### config.mk
export PLATFORM = sky130hd
export DESIGN_NAME = bus_decoder
export DESIGN_NICKNAME = d
export VERILOG_FILES = /design/src/logic/soc_pkg.sv /design/src/logic/bus_decoder.sv
export VERILOG_INCLUDE_DIRS = /design/src /design/src/logic
export SDC_FILE = /design/constraint.sdc
export NUM_CORES = 1
export LEC_CHECK = 0
export CAP_MARGIN = 20
export CORE_UTILIZATION = 40
export DETAILED_ROUTE_END_ITERATION = 8
export DONT_BUFFER_PORTS = 1
export GPL_TIMING_DRIVEN = 0
export PLACE_DENSITY_LB_ADDON = 0.05
export SLEW_MARGIN = 0
export SYNTH_ARGS = -nofsm -noshare
export SYNTH_HDL_FRONTEND = slang
export SYNTH_SLANG_ARGS = --single-unit
### constraint.sdc
create_clock -name clk -period 2.2 [get_ports clk]
set_clock_uncertainty 0.2 [all_clocks]
set_input_delay 0 -clock clk [delete_from_list [all_inputs] [get_ports clk]]
set_output_delay 0 -clock clk [all_outputs]
set_load 0.02 [all_outputs]
### src/logic/soc_defs.svh
`ifndef SOC_DEFS_SVH
`define SOC_DEFS_SVH

// Native bus widths
`define SOC_ADDR_W        32
`define SOC_DATA_W        32
`define SOC_STRB_W        4
// Word offset width towards the slaves, sized for the scratch memory
`define SOC_OFFS_W        8

// Address map
`define SOC_MEM_BASE      32'h0000_0000
`define SOC_MEM_WORDS     256
`define SOC_CORDIC_BASE   32'h1000_0000
`define SOC_CORDIC_SPAN   32'h0000_0020

// CORDIC register byte offsets
`define SOC_REG_CTRL      32'h0000_0000
`define SOC_REG_STATUS    32'h0000_0004
`define SOC_REG_ANGLE     32'h0000_0008
`define SOC_REG_COS       32'h0000_000C
`define SOC_REG_SIN       32'h0000_0010

// CORDIC engine
`define SOC_CORDIC_ITERS  16
// Inverse CORDIC gain, Q2.14
`define SOC_CORDIC_GAIN   16'h26DD

// Read data of an unmapped access
`define SOC_FAULT_WORD    32'hDEAD_BEEF

`endif

### src/logic/soc_pkg.sv
package soc_pkg;

    // Target of the current bus access
    typedef enum logic [1:0] {
        SEL_MEM,
        SEL_CORDIC,
        SEL_NONE
    } slave_sel_t;

    // Fault response sequencing in the decoder
    typedef enum logic {
        BS_IDLE,
        BS_FAULT
    } bus_state_t;

    // CORDIC engine and status tracking
    typedef enum logic [1:0] {
        CS_IDLE,
        CS_RUN,
        CS_DONE
    } cordic_state_t;

    // Signed Q2.14 sample
    typedef logic signed [15:0] fix16_t;

endpackage

### src/logic/bus_decoder.sv
`timescale 1ns/1ps
`include "soc_defs.svh"

module bus_decoder (
    input  logic                   clk,
    input  logic                   arst_n,
    input  logic                   mem_valid,
    input  logic [`SOC_ADDR_W-1:0] mem_addr,
    input  logic [`SOC_STRB_W-1:0] mem_wstrb,
    output logic                   mem_ready,
    output logic [`SOC_DATA_W-1:0] mem_rdata,
    output logic                   trap,
    output logic [`SOC_OFFS_W-1:0] slv_offset,
    output logic                   mem_sel_valid,
    input  logic                   mem_sel_ready,
    input  logic [`SOC_DATA_W-1:0] mem_sel_rdata,
    output logic                   cordic_sel_valid,
    input  logic                   cordic_sel_ready,
    input  logic [`SOC_DATA_W-1:0] cordic_sel_rdata
);
    import soc_pkg::*;

    logic [`SOC_ADDR_W-1:0] mem_rel;
    logic [`SOC_ADDR_W-1:0] cordic_rel;
    slave_sel_t             sel;
    bus_state_t             state;

    // Offsets relative to each region base, wraps below the base
    assign mem_rel    = mem_addr - `SOC_MEM_BASE;
    assign cordic_rel = mem_addr - `SOC_CORDIC_BASE;

    always_comb begin
        if (mem_rel < `SOC_ADDR_W'(`SOC_MEM_WORDS * 4)) begin
            sel = SEL_MEM;
        end else if (cordic_rel < `SOC_CORDIC_SPAN) begin
            sel = SEL_CORDIC;
        end else begin
            sel = SEL_NONE;
        end
    end

    // Both region bases leave the offset bits clear
    assign slv_offset = mem_addr[`SOC_OFFS_W+1:2];

    assign mem_sel_valid    = mem_valid && (sel == SEL_MEM);
    assign cordic_sel_valid = mem_valid && (sel == SEL_CORDIC);

    // Fault responder, one ready per unmapped access; trap never clears
    always_ff @(posedge clk or negedge arst_n) begin
        if (!arst_n) begin
            state <= BS_IDLE;
            trap  <= 1'b0;
        end else begin
            case (state)
                BS_IDLE: begin
                    if (mem_valid && (sel == SEL_NONE)) begin
                        state <= BS_FAULT;
                        trap  <= 1'b1;
                    end
                end
                default: state <= BS_IDLE;
            endcase
        end
    end

    // Response path follows the decoded target
    always_comb begin
        case (sel)
            SEL_MEM: begin
                mem_ready = mem_sel_ready;
                mem_rdata = mem_sel_rdata;
            end
            SEL_CORDIC: begin
                mem_ready = cordic_sel_ready;
                mem_rdata = cordic_sel_rdata;
            end
            default: begin
                mem_ready = (state == BS_FAULT);
                mem_rdata = (mem_wstrb == '0) ? `SOC_FAULT_WORD : '0;
            end
        endcase
    end

endmodule

* Yosys cells after proc, flatten, opt, wreduce, memory -nomap -nowiden
Index checks and enable logic that the tools add are counted.
Storage, ports and cells: input port bits 105, word-level logic and storage cells 21, register bits after elaboration 2, output and inout port bits 44
Operators by class: $add $sub $neg 1, muxes and demuxes 7, reductions and logical operators 6, magnitude comparators 2, bitwise gates (word level) 1, equality and inequality tests 2
Operators with widths (number):
- one-hot mux 32 bit (2 select lines) | 1
- less-than comparator 32 x 11 -> 1 bit, second input constant | 1
- less-than comparator 32 x 6 -> 1 bit, second input constant | 1
- two-way mux 32 bit | 1
- subtractor 32 x 29 -> 32 bit, second input constant | 1
- zero test 4 bit | 1
- two-way mux 2 bit | 2
- logical AND 1 bit | 3
- equality test 2 x 1 -> 1 bit, second input constant | 1
- equality test 2 bit, second input constant | 1
- zero test 2 bit | 1
- two-way mux 1 bit | 2
- one-hot mux 1 bit (2 select lines) | 1
- AND reduction 2 bit | 1
- inverter 1 bit | 1

* Logic depth before layout (Yosys ltp)
depth after elaboration 8, mapped depth 6, mapped depth without buffers 4

* Worst setup path after synthesis
OpenSTA, ideal clock, no wires.
path type input to output, start input port mem_addr[27], end output port mem_rdata[12], setup slack 0.038 ns, arrival 1.962 ns, stages on the path 4, data required time 2.000 ns, path buffers 0, path through or4_4 nor3_4 a21oi_2 a2111oi_0
Between the ends: longest elaborated chain between the ends 6, elaborated cells between the ends (all ways) 8, classes of those cells add/sub (1); order compare (2); eq/ne (1); mux (3); reduce/logical (1)
RTL lines:
- start: declaration | line bus_decoder.sv:8 | input logic [`SOC_ADDR_W-1:0] mem_addr,
- subtractor 32 x 29 -> 32 bit (no source line)
- less-than comparator 32 x 6 -> 1 bit (no source line)
- two-way mux 2 bit | line bus_decoder.sv:35 | end else if (cordic_rel < `SOC_CORDIC_SPAN) begin
- two-way mux 2 bit * | line bus_decoder.sv:33 | if (mem_rel < `SOC_ADDR_W'(`SOC_MEM_WORDS * 4)) begin
- equality test 2 x 1 -> 1 bit or zero test 2 bit (tied branches) | line bus_decoder.sv:68 | case (sel)
- one-hot mux 32 bit (2 select lines) * | line bus_decoder.sv:68
- end: declaration | line bus_decoder.sv:11 | output logic [`SOC_DATA_W-1:0] mem_rdata,
Every way passes the cells marked *; elsewhere a longest branch is shown, timed or not.

* Worst setup path after layout
start input port mem_addr[23], end output port mem_rdata[6]
Same word-level chain as after synthesis.

==> impl_metrics.json <==
{
  "status": "finished with violations",
  "violations": "design-rule violations",
  "critPathLaunchType": "input pin",
  "max_slew_margin_pct": 25.2,
  "grt_pass1_vias": 1277,
  "min_from": "cordic_sel_rdata[14]",
  "final_layout_size_suffix_gt1_share_pct": 30.3,
  "placementRows": 19,
  "fin_crit_sh_pct": 95.2,
  "layout_min_cycle_time_ps": 2090,
  "worst_setup_path_end_kind": "output pin",
  "synth_compound_area_share_pct": 44.7,
  "synth-seq-cells": 2,
  "yosysSeqAreaShare_pct": 4.01,
  "hold_viol": 0,
  "whs_endpoint": "mem_rdata[14]",
  "synth_common_cells": "nor3_1 (28), nor2_1 (25), a2111oi_4 (11)",
  "final-seq-area_sq_um": 50.0,
  "die-area_sq_mm": 0.00335,
  "track_usage_pct": 22.5,
  "crit_fanout": 6,
  "p_leak_uw": 0.000400,
  "drt-wirelength-per-cell_um": 19.8,
  "dp_hpwl_um": 3130,
  "critical_path.max_stage_delay_ps": 980,
  "hold_ws_ps": 7.47,
  "synth_edf_count": 0,
  "grt_max_degree": 11,
  "clk_latency_ps": 220,
  "drtIter0Drc": 37,
  "vdd_drop_max_v": 0.000246,
  "viasPerCell": 6.45,
  "post_cts_buffers": 0,
  "cts-root-buf": "clkbuf_4",
  "synth_simple_gate_area_share_pct": 38.1,
  "synthMostInstantiatedCell": "nor3_1",
  "ys_async_sr_fraction_pct": 100,
  "worstRegToRegCells": 2,
  "fin_tns_setup_ps": 0,
  "yosys.area.top_type": "a2111oi_4",
  "dpl_cell_area_sq_mm": 0.00129,
  "total_power_uw": 289,
  "min_path_type": "input pin to output pin",
  "cp_num_cells": 4,
  "fin_nets": 282,
  "crit_chain": "nor4_1 > and4_1 > a21oi_2 > a2111oi_1",
  "grt_pass1_wl_um": 6000,
  "tritoncts": "done",
  "synth_fp_nets": 257,
  "finalSetupViolCount": 0,
  "num_vias": 1329,
  "synth_top_family_by_area": "compound AO/OA/AOI/OAI gates",
  "cp_slowest_cell": "a2111oi_1",
  "arrival_ps": 1890,
  "max_cap_violations": 0,
  "die_w_um": 57.9,
  "clockBufferDepth": 2,
  "yosys_warnings": 0,
  "cts_sinks": 2,
  "path_delay_family": "compound AO/OA/AOI/OAI gates",
  "r2r_slack_ps": 700,
  "regToRegEndpoint": "state$_DFF_PN0_",
  "fmax_mhz": 478,
  "ant_nets": 0,
  "synth_mux_area_share_pct": 0,
  "crit_buf_inv": 0,
  "start_util_pct": 43.8,
  "io_pins": 149,
  "power.density_mw_per_mm2": 189,
  "netlist_instances": 152,
  "syn_avg_cell_area_sq_um": 8.22,
  "synth_area_sq_mm": 0.00125,
  "cts-buffers-inserted": 3,
  "wl_um": 4080,
  "synth_area_leaders": "a2111oi_4 (24%), nor3_1 (11%), a2111oi_2 (11%), nor2_1 (7.5%), buf_4 (5.4%)",
  "syn_to_final_growth_pct": 22.2,
  "multi_input_area_sq_mm": 0.00105,
  "gp_congestion": 0.787,
  "fillers": 277,
  "worst_pin_slew_ps": 1120,
  "antennaDiodeCount": 0,
  "synthFlopType": "dfrtp_1",
  "timing.rr.start": "state$_DFF_PN0_",
  "drc_errors": 3,
  "die_h_um": 57.9,
  "fin_area_sq_mm": 0.00153,
  "antenna_found_initial": 0,
  "critPathKind": "input pin to output pin",
  "htreeDepth": 1,
  "drt-pass1-iter-count": 8,
  "yosys.area.top_type_share_pct": 24.2,
  "maxSlewViolCount": 0,
  "synth_cell_types": 34,
  "core_area_sq_mm": 0.00285,
  "synthAdderAreaFrac_pct": 0,
  "holdPathStages": 2,
  "port_buffers": 0,
  "required_ps": 2000,
  "overflow": 0,
  "synth-xor-area-share_pct": 0,
  "rsz0062_at_grt": "yes"
}
[report_power, final]
| part | internal, uW | switching [uW] | leakage, uW |
|---|---|---|---|
| Sequential | 38.3 | 1.13 | 0.0000212 |
| Combinational | 70.7 | 98.3 | 0.000365 |
| Clock | 60.2 | 20.4 | 0.0000138 |
| Total | 169 | 120 | 0.000400 |
[what timing repair did]
item                                    CTS  global route
gates resized for setup                   0             2
endpoints found under the hold margin    19             0
hold buffers                             20             0
endpoints found under the setup margin    0             4
[per-stage QoR]
step                      worst slack, ps  util, %  std cells
after global routing                -15.0     53.5        206
after CTS                            65.4     53.1        206
after floorplan                      38.5        -        152
after global placement               -210     45.1        183
after detailed placement             64.2     45.3        183
final                                 106     53.5        206
[per-layer routing]
layer  vias up  global-route usage [%]  share of wire (%)
met5         -                       0                  0
met4         0                    3.40               0.32
met3         2                    4.24                8.4
met2        74                    45.8                 56
met1       616                    24.0                 35
li1        637                       -                  -
[area by class of cell]
cell class              instances  share of cell area, %
multi-input cells             125                   68.8
flip-flops and latches          2                   3.28
repair buffers                 20                   13.1
plain buffers                  22                   10.1
clock buffers                   3                   1.48
inverters                       3                  0.738
well taps                      31                   2.54
[worst max path at each step]
stage / from / end / slack [ps]
CTS: mem_addr[23] / mem_rdata[12] / 70
floorplan: mem_addr[27] / mem_rdata[12] / 40
global placement: mem_addr[27] / mem_rdata[12] / -210
finish: mem_addr[23] / mem_rdata[6] / 110
detailed placement: mem_addr[23] / mem_rdata[12] / 60
global route: mem_addr[23] / mem_rdata[6] / -10
[state kept, by name, summed over array words and instances (netlist names)]
name and flops:
state 1, trap 1
[logic make-up (layout without fill, tap and decap cells)]
kind of cell | Yosys count | in the layout
compound gates | 38 | 38
buf+inv | 25 | 48
flops | 2 | 2
simple gates | 87 | 87
[cell usage in the layout (no fill, tap or decap), drive strengths merged]
master / n
nor3: 30
nor2: 27
a2111oi: 24
dlygate4sd3: 20
buf: 17
a21oi: 10
nand2: 9
nand3: 8
clkbuf: 8
nor4: 5
inv: 3
or4: 2
dfrtp: 2
nand4: 1
nand4b: 1
nand3b: 1
and4: 1
a211o: 1
o41ai: 1
o21ai: 1
a311oi: 1
nor4b: 1
or2: 1
No activity file was read; power rests on OpenSTA's default activity.
