**src/logic/soc_defs.svh**
```systemverilog
`ifndef SOC_DEFS_SVH
`define SOC_DEFS_SVH

// Native bus widths
`define SOC_ADDR_W        32
`define SOC_DATA_W        32
`define SOC_STRB_W        4
// Word offset width towards the slaves, sized for the scratch memory
`define SOC_OFFS_W        8

// Address map
`define SOC_MEM_BASE      32'h0000_0000
`define SOC_MEM_WORDS     256
`define SOC_CORDIC_BASE   32'h1000_0000
`define SOC_CORDIC_SPAN   32'h0000_0020

// CORDIC register byte offsets
`define SOC_REG_CTRL      32'h0000_0000
`define SOC_REG_STATUS    32'h0000_0004
`define SOC_REG_ANGLE     32'h0000_0008
`define SOC_REG_COS       32'h0000_000C
`define SOC_REG_SIN       32'h0000_0010

// CORDIC engine
`define SOC_CORDIC_ITERS  16
// Inverse CORDIC gain, Q2.14
`define SOC_CORDIC_GAIN   16'h26DD

// Read data of an unmapped access
`define SOC_FAULT_WORD    32'hDEAD_BEEF

`endif

```
**src/logic/soc_pkg.sv**
```systemverilog
package soc_pkg;

    // Target of the current bus access
    typedef enum logic [1:0] {
        SEL_MEM,
        SEL_CORDIC,
        SEL_NONE
    } slave_sel_t;

    // Fault response sequencing in the decoder
    typedef enum logic {
        BS_IDLE,
        BS_FAULT
    } bus_state_t;

    // CORDIC engine and status tracking
    typedef enum logic [1:0] {
        CS_IDLE,
        CS_RUN,
        CS_DONE
    } cordic_state_t;

    // Signed Q2.14 sample
    typedef logic signed [15:0] fix16_t;

endpackage

```
**src/logic/cordic_core.sv**
```systemverilog
`timescale 1ns/1ps
`include "soc_defs.svh"

module cordic_core (
    input  logic            clk,
    input  logic            arst_n,
    input  logic            start,
    input  soc_pkg::fix16_t angle,
    output logic            busy,
    output logic            finish,
    output soc_pkg::fix16_t cos_out,
    output soc_pkg::fix16_t sin_out
);
    import soc_pkg::*;

    localparam int ITER_W = $clog2(`SOC_CORDIC_ITERS);
    localparam logic [ITER_W-1:0] LAST_ITER = ITER_W'(`SOC_CORDIC_ITERS - 1);

    cordic_state_t     state;
    logic [ITER_W-1:0] iter;
    fix16_t            x;
    fix16_t            y;
    fix16_t            z;
    fix16_t            x_shift;
    fix16_t            y_shift;
    fix16_t            atan_i;

    // atan(2^-i) in Q2.14, rounded to nearest
    function automatic fix16_t atan_lut(input logic [ITER_W-1:0] i);
        case (i)
            0:       atan_lut = 16'sd12868;
            1:       atan_lut = 16'sd7596;
            2:       atan_lut = 16'sd4014;
            3:       atan_lut = 16'sd2037;
            4:       atan_lut = 16'sd1023;
            5:       atan_lut = 16'sd512;
            6:       atan_lut = 16'sd256;
            7:       atan_lut = 16'sd128;
            8:       atan_lut = 16'sd64;
            9:       atan_lut = 16'sd32;
            10:      atan_lut = 16'sd16;
            11:      atan_lut = 16'sd8;
            12:      atan_lut = 16'sd4;
            13:      atan_lut = 16'sd2;
            14:      atan_lut = 16'sd1;
            // Rounds to zero from here on
            default: atan_lut = 16'sd0;
        endcase
    endfunction

    assign x_shift = x >>> iter;
    assign y_shift = y >>> iter;
    assign atan_i  = atan_lut(iter);

    always_ff @(posedge clk or negedge arst_n) begin
        if (!arst_n) begin
            state <= CS_IDLE;
            iter  <= '0;
        end else begin
            case (state)
                CS_IDLE: begin
                    if (start) begin
                        state <= CS_RUN;
                        iter  <= '0;
                    end
                end
                CS_RUN: begin
                    if (iter == LAST_ITER) begin
                        state <= CS_DONE;
                    end else begin
                        iter <= iter + 1'b1;
                    end
                end
                default: state <= CS_IDLE;
            endcase
        end
    end

    // Rotation mode, drive z towards zero
    always_ff @(posedge clk) begin
        if ((state == CS_IDLE) && start) begin
            x <= `SOC_CORDIC_GAIN;
            y <= '0;
            z <= angle;
        end else if (state == CS_RUN) begin
            if (!z[15]) begin
                x <= x - y_shift;
                y <= y + x_shift;
                z <= z - atan_i;
            end else begin
                x <= x + y_shift;
                y <= y - x_shift;
                z <= z + atan_i;
            end
        end
    end

    assign busy    = (state != CS_IDLE);
    assign finish  = (state == CS_DONE);
    assign cos_out = x;
    assign sin_out = y;

endmodule

```
**src/logic/cordic_regs.sv**
```systemverilog
`timescale 1ns/1ps
`include "soc_defs.svh"

module cordic_regs (
    input  logic                   clk,
    input  logic                   arst_n,
    input  logic                   sel_valid,
    input  logic [`SOC_OFFS_W-1:0] offset,
    input  logic [`SOC_DATA_W-1:0] wdata,
    input  logic [`SOC_STRB_W-1:0] wstrb,
    output logic                   sel_ready,
    output logic [`SOC_DATA_W-1:0] rdata
);
    import soc_pkg::*;

    logic [`SOC_ADDR_W-1:0] reg_addr;
    logic                   accept;
    logic                   wr_en;
    logic                   start;
    logic                   core_busy;
    logic                   core_finish;
    fix16_t                 angle;
    fix16_t                 core_cos;
    fix16_t                 core_sin;
    fix16_t                 cos_q;
    fix16_t                 sin_q;
    cordic_state_t          status_state;

    assign reg_addr = {{(`SOC_ADDR_W - `SOC_OFFS_W - 2){1'b0}}, offset, 2'b00};
    assign accept   = sel_valid && !sel_ready;
    assign wr_en    = accept && (wstrb != '0);

    // CTRL bit 0 sits in byte lane 0; ignored while the engine runs
    assign start = wr_en && (reg_addr == `SOC_REG_CTRL) && wstrb[0] && wdata[0] && !core_busy;

    always_ff @(posedge clk or negedge arst_n) begin
        if (!arst_n) begin
            sel_ready <= 1'b0;
            angle     <= '0;
        end else begin
            sel_ready <= accept;
            if (wr_en && (reg_addr == `SOC_REG_ANGLE)) begin
                if (wstrb[0]) angle[7:0]  <= wdata[7:0];
                if (wstrb[1]) angle[15:8] <= wdata[15:8];
            end
        end
    end

    // Status tracking and result capture on finish
    always_ff @(posedge clk or negedge arst_n) begin
        if (!arst_n) begin
            status_state <= CS_IDLE;
            cos_q        <= '0;
            sin_q        <= '0;
        end else if (core_finish) begin
            status_state <= CS_DONE;
            cos_q        <= core_cos;
            sin_q        <= core_sin;
        end else if (start) begin
            status_state <= CS_RUN;
        end
    end

    always_ff @(posedge clk) begin
        if (accept) begin
            case (reg_addr)
                `SOC_REG_STATUS: rdata <= {{(`SOC_DATA_W - 2){1'b0}},
                                           status_state == CS_DONE,
                                           status_state == CS_RUN};
                `SOC_REG_ANGLE:  rdata <= {{(`SOC_DATA_W - 16){angle[15]}}, angle};
                `SOC_REG_COS:    rdata <= {{(`SOC_DATA_W - 16){cos_q[15]}}, cos_q};
                `SOC_REG_SIN:    rdata <= {{(`SOC_DATA_W - 16){sin_q[15]}}, sin_q};
                default:         rdata <= '0;
            endcase
        end
    end

    cordic_core cordic_core_i (
        .clk(clk),
        .arst_n(arst_n),
        .start(start),
        .angle(angle),
        .busy(core_busy),
        .finish(core_finish),
        .cos_out(core_cos),
        .sin_out(core_sin)
    );

endmodule

```
**config.mk**
```make
export PLATFORM = sky130hd
export DESIGN_NAME = cordic_regs
export DESIGN_NICKNAME = d
export VERILOG_FILES = /design/src/logic/soc_pkg.sv /design/src/logic/cordic_core.sv /design/src/logic/cordic_regs.sv
export VERILOG_INCLUDE_DIRS = /design/src /design/src/logic
export SDC_FILE = /design/constraint.sdc
export NUM_CORES = 1
export LEC_CHECK = 0
export BUFFER_PORTS_ARGS = -buffer_cell sky130_fd_sc_hd__clkbuf_2
export CORE_AREA = 2 2 126 128
export CTS_BUF_LIST = sky130_fd_sc_hd__clkbuf_4
export DETAILED_ROUTE_END_ITERATION = 8
export DIE_AREA = 0 0 128 130
export PLACE_DENSITY = 0.88
export SYNTH_ARGS = -nofsm -noshare
export SYNTH_HDL_FRONTEND = slang
export SYNTH_HIERARCHICAL = 1
export SYNTH_SLANG_ARGS = --single-unit
export TNS_END_PERCENT = 1
```
**constraint.sdc**
```tcl
create_clock -name clk -period 12.4 [get_ports clk]
set_input_delay 0.62 -clock clk [delete_from_list [all_inputs] [get_ports clk]]
set_output_delay 0.62 -clock clk [all_outputs]
set_load 0.1 [all_outputs]
```
**Yosys cells after proc, flatten, opt, wreduce, memory -nomap -nowiden**

Memories as Yosys holds them, arrays and structs flattened.
Cells that the tools add are included.

- Bits in registers: 137
- Memory bits (read-only): 224
- Output and inout bits: 33
- Word-level logic and storage cells: 68
- Memories kept: 1

- $add $sub $neg: 7
- Eq/ne operators: 12
- Shift-type cells: 2
- Muxes and demuxes: 13
- Reduce and logical (&&, ||, !) cells: 21

Memory list:

| memory | words | bits a word | read ports | clocked after Yosys merged registers in | wr ports | RTL line | text |
|---|---|---|---|---|---|---|---|
| (no name shown) | 16 | 14 | 1 | 0 | 0 | cordic_core.sv:30 | `case (i)` |

Operators by type and width:

| cell | number |
|---|---|
| $pmux 32 s4 | 1 |
| $mux 16 | 5 |
| $add 16x16->16 | 3 |
| $sub 16x16->16 | 3 |
| $logic_not 32->1 | 1 |
| $sshr 16x4->16 | 2 |
| $eq 8x2->1 const B | 2 |
| $eq 8x1->1 const B | 1 |
| $eq 8x3->1 const B | 1 |
| $logic_and 1x1->1 | 8 |
| $mux 4 | 2 |
| $pmux 4 s2 | 1 |
| $reduce_bool 2->1 | 4 |
| $mux 2 | 3 |
| $reduce_and 2->1 | 3 |
| $add 4x1->4 const B | 1 |
| $eq 2x1->1 const B | 2 |
| $eq 2x2->1 const B | 2 |
| $eq 4x4->1 const B | 1 |
| $ne 2x1->1 const B | 2 |
| $pmux 2 s2 | 1 |
| $reduce_bool 4->1 | 1 |
| $reduce_and 3->1 | 1 |
| $logic_not 1->1 | 2 |
| 2 further kinds | 2 |

**Depth between registers and ports, before layout**

- Depth in word-level cells: 9
- Gate-level depth with buffers: 22
- Mapped depth without buffers: 20

**By module**

Netlist, hierarchy kept.

By module, submodules not included:

| module | times used | cells each | area an instance (um^2) |
|---|---|---|---|
| cordic_core | 1 | 827 | 6,727.7 |
| cordic_regs | 1 | 234 | 3,094.2 |

**Least setup slack after synthesis**

No wires, ideal clock.

- Kind: register -> register
- From: register cordic_core_i.iter[1]
- To: register cordic_core_i.y[15] (netlist: cordic_core_i/sin_out[15])
- Arrival: 4.614 ns
- Path slack: 7.716 ns
- Cell stages (with the launch flop): 19
- Path buffers: 2
- Clock period less this slack: 4.684 ns
- Cell sequence: dfrtp_1 buf_2 buf_2 mux2_1 mux4_2 a211o_1 a21oi_1 nor4b_2 a21oi_1 xor2_1 ha_1 a21o_1 or3_1 o211ai_1 a31o_2 nand4_1 mux2_1 a21o_1 a21oi_1

- Longest elaborated chain between the ends: 3
- Elaborated cells on any way between the ends: 4
- Classes of those cells: add/sub: 2; shift: 1; mux: 1

Ends and longest elaborated chain:

| item | RTL line | text |
|---|---|---|
| from (decl) | cordic_core.sv:20 | `logic [ITER_W-1:0] iter;` |
| from (signal assigned) | cordic_core.sv:71 | `iter <= iter + 1'b1;` |
| $sshr 16x4->16 * | cordic_core.sv:51 | `assign x_shift = x >>> iter;` |
| $add 16x16->16 or $sub 16x16->16 (tied branches) | cordic_core.sv:88, cordic_core.sv:92 |  |
| $mux 16 * | cordic_core.sv:86 | `if (!z[15]) begin` |
| to (signal assigned) | cordic_core.sv:88 | `y <= y + x_shift;` |
| to (signal assigned) | cordic_core.sv:92 | `y <= y - x_shift;` |
| to (decl) | cordic_core.sv:22 | `fix16_t y;` |

Mark *: on every way between the ends. The rest lies on a longest branch, timed or not.
A chain may end at the register's enable or synchronous reset.

**Final worst setup path**

- From: register cordic_core_i.iter[1]
- To: register cordic_core_i.x[15] (netlist: cordic_core_i/cos_out[15])

- Longest elaborated chain between the ends: 3
- Elaborated cells on any way between the ends: 4
- Classes of those cells: add/sub: 2; shift: 1; mux: 1

Ends and longest elaborated chain:

| item | RTL line | text |
|---|---|---|
| $sshr 16x4->16 * | cordic_core.sv:52 | `assign y_shift = y >>> iter;` |
| $sub 16x16->16 or $add 16x16->16 (tied branches) | cordic_core.sv:87, cordic_core.sv:91 |  |
| $mux 16 * | cordic_core.sv:86 |  |
| to (signal assigned) | cordic_core.sv:82 | `` x <= `SOC_CORDIC_GAIN; `` |
| to (signal assigned) | cordic_core.sv:87 | `x <= x - y_shift;` |
| to (signal assigned) | cordic_core.sv:91 | `x <= x + y_shift;` |
| to (decl) | cordic_core.sv:21 | `fix16_t x;` |

Marked as above.

==> results.yml <==
routing:
  drt_iter0_markers: 892
  route.detailed.drc: 0
  wl_per_cell_um: 20.9
  drt_wl_total_mm: 26.8
  ant_nets: 0
  drt_first_pass_iters: 6
  vias: 8685
  viasPerCell: 6.77
yosys:
  synth_cells: 1061
  synth_edf_count: 32
  ys_ff_latch: 121
  postSynthAreaPerCell_sq_um: 9.26
  synthesis.area_sq_mm: 0.00982
  async_flop_share_pct: 47.1
  synth_fp_nets: 1171
  yosysTopAreaCell: "dfrtp_1"
  synth-seq-area-share_pct: 30.8
  synth_top_cell_area_share_pct: 14.5
  ys_top_cells_by_area: "dfrtp_1, edfxtp_1, ha_1"
  synth_ff_type: "dfrtp_1"
  synth.distinct_cells: 83
  ys_warn_count: 6
die:
  ioPinCount: 80
  initial_core_util_pct: 63.7
  num_rows: 46
  die_area_sq_mm: 0.0166
  core_area_sq_mm: 0.0154
  die_h_um: 130
  chipWidth_um: 128
critical_path:
  crit_arrival_ns: 5.93
  critPathRequiredTime_ns: 12.90
  end_kind: "flip-flop"
  worst_setup_path_start_kind: "flip-flop"
  worstPathMaxFanout: 55
  critical_path_class: "flip-flop to flip-flop"
sta:
  worstMarginPinSlew_ns: 1.05
  period_minus_slack_ns: 5.43
  setup_tns_ns: 0
  holdWs_ns: 0.200
  slew_headroom_pct: 29.8
  max_freq_ghz: 0.184
  drv_slew: 0
  finalSetupViolations: 0
  finClkSkew_ns: 0.0167
  fin_crit_sh_pct: 43.8
  rsz0062_at_grt: "false"
  hold_viol: 0
final_layout:
  fin_nets: 1186
  fin_cells: 1282
  area_growth_pct: 5.73
  n_fill_cell: 1160
  layout_common_cells: "a21oi_1, nand3_1, nor2_1, nand2_1, clkbuf_2"
  final_common_cell: "a21oi_1"
  drive_gt1_share_pct: 17.9
worst_hold_path:
  hp-class: "input pin to async pin"
clock_network:
  clock_latency_ns: 0.56
  clk_pin_slew_ns: 0.13
  htree_levels: 4
  clk_path_buf_depth: 2
  post_cts_buffers: 0
  cts_buffers: 17
  cts-root-buf: "clkbuf_4"
  post_cts_resize_count: 0
  cts.sinks: 121
  postCtsHoldBufs: 0
  cts_tree: "yes"
grt:
  grt_remaining_overflow: 0
  met2_usage_pct: 54.1
  grt_pass1_wl_mm: 41.7
  met1_usage_pct: 40.4
  antenna_found_initial: 1
  grt_use_total_pct: 32.3
  grt_pass1_vias: 8123
  met3_usage_pct: 6.23
  grt_start_max_net_pins: 58
  busiest_layer: "met2"
placement:
  dp_hpwl_mm: 18.9
  routabilityCongestion: 0.977
  dp_cells: 1249
  port_buffers: 61
pwr:
  p_leak_uw: 0.00443
  p_total_uw: 972
  power_density_mw_per_mm2: 93.6
  ir_worst_vdd_mv: 0.0791
outcome:
  status: "finished, final reports clean"
job:
  cap_violations: 0
[power breakdown]
group / switching, uW / internal, uW / leakage, uW
Combinational: 139 / 81.3 / 0.00305
Clock: 178 / 145 / 0.000165
Sequential: 13.2 / 416 / 0.00122
Total: 330 / 642 / 0.00443
[flip-flops by register name (all words and copies together), names as in the netlist]
name / flops
angle: 16
cordic_core_i/cos_out: 16
cordic_core_i/sin_out: 16
cordic_core_i/z: 16
cos_q: 16
rdata: 16
sin_q: 16
cordic_core_i/iter: 4
cordic_core_i/state: 2
status_state: 2
sel_ready: 1
[logic make-up (layout without fill, tap and decap cells)]
family	after synthesis	count (layout)	share of synthesized area, %
flip-flops	121	121	30.8
other	0	1	0
XOR/XNOR	74	74	6.60
multiplexers	105	105	14.8
buffers and inverters	105	133	5.20
AND/OR/NAND/NOR	335	335	17.7
AO/OA/AOI/OAI	258	258	16.6
adder cells (fa/ha/maj)	63	63	8.25
[critical path, stage by stage (launching register included)]
cell and delay, ns:
dfrtp_2 0.36, buf_4 0.53, mux4_2 0.58, mux2i_1 0.42, nand2_1 0.10, o21ai_0 0.14, ha_1 0.22, nor2b_1 0.27
a21oi_1 0.13, xor2_1 0.17, ha_1 0.23, or2_2 0.31, a2111oi_0 0.62, o31ai_1 0.22, nand2_1 0.10, o2111a_1 0.19
nor3_1 0.07, or4_4 0.42, a21oi_1 0.15, nand2b_1 0.11
[stage by stage]
step	utilization, %	setup slack (ns)	instance area [sq um]
3_3_place_gp	65.2	7.15	10100
5_1_grt	67.3	6.65	10400
6_report	67.3	6.97	10400
2_1_floorplan	-	7.72	9820
3_5_place_dp	65.2	7.12	10100
4_1_cts	67.3	7.07	10400
[per-layer routing]
metal  share of wire, %  wire (um)  vias up
li1                   -          -     3924
met1                 39      10300     4160
met2                 48      12800      485
met3                8.9       2370      116
met4                4.6       1230        0
met5                  0          0        -
[area by class of cell]
cell class	instances	area [sq um]	area share [%]
clock buffer	17	128	1.23
timing repair buffer	74	403	3.88
clock inverter	15	193	1.86
inverter	27	101	0.976
multi-input combinational	835	6290	60.6
sequential	121	3030	29.2
antenna	1	2.50	0.0241
tap	192	240	2.31
[worst paths after layout]
| path | start | depth (start not counted) | slack [ns] | to |
|---|---|---|---|---|
| max | cordic_core_i/iter[1]$_DFFE_PN0P_ | 19 | 6.97 | cordic_core_i/cos_out[15]$_SDFFE_PP0P_ |
| min | arst_n | 2 | 0.20 | angle[12]$_DFFE_PN0P_ |
| max reg2reg | cordic_core_i/iter[1]$_DFFE_PN0P_ | 19 | 6.97 | cordic_core_i/cos_out[15]$_SDFFE_PP0P_ |
| min reg2reg | status_state[1]$_DFFE_PN0P_ | 1 | 0.52 | status_state[1]$_DFFE_PN0P_ |
| max in group asynchronous | arst_n | 2 | 11.66 | cos_q[12]$_DFFE_PN0P_ |
| min in group clk | wdata[11] | 2 | 0.27 | angle[11]$_DFFE_PN0P_ |
[Yosys cell counts (all sizes together), types with 26 or more instances]
cell type and count:
buf 52, nand2 68, dfrtp 57, a21oi 96
dfxtp 32, ha 60, inv 26, xor2 31
o21ai 48, clkbuf 26, nor2 77, mux2 65
xnor2 43, edfxtp 32, nand3 88
(Power assumes the default switching activity.)
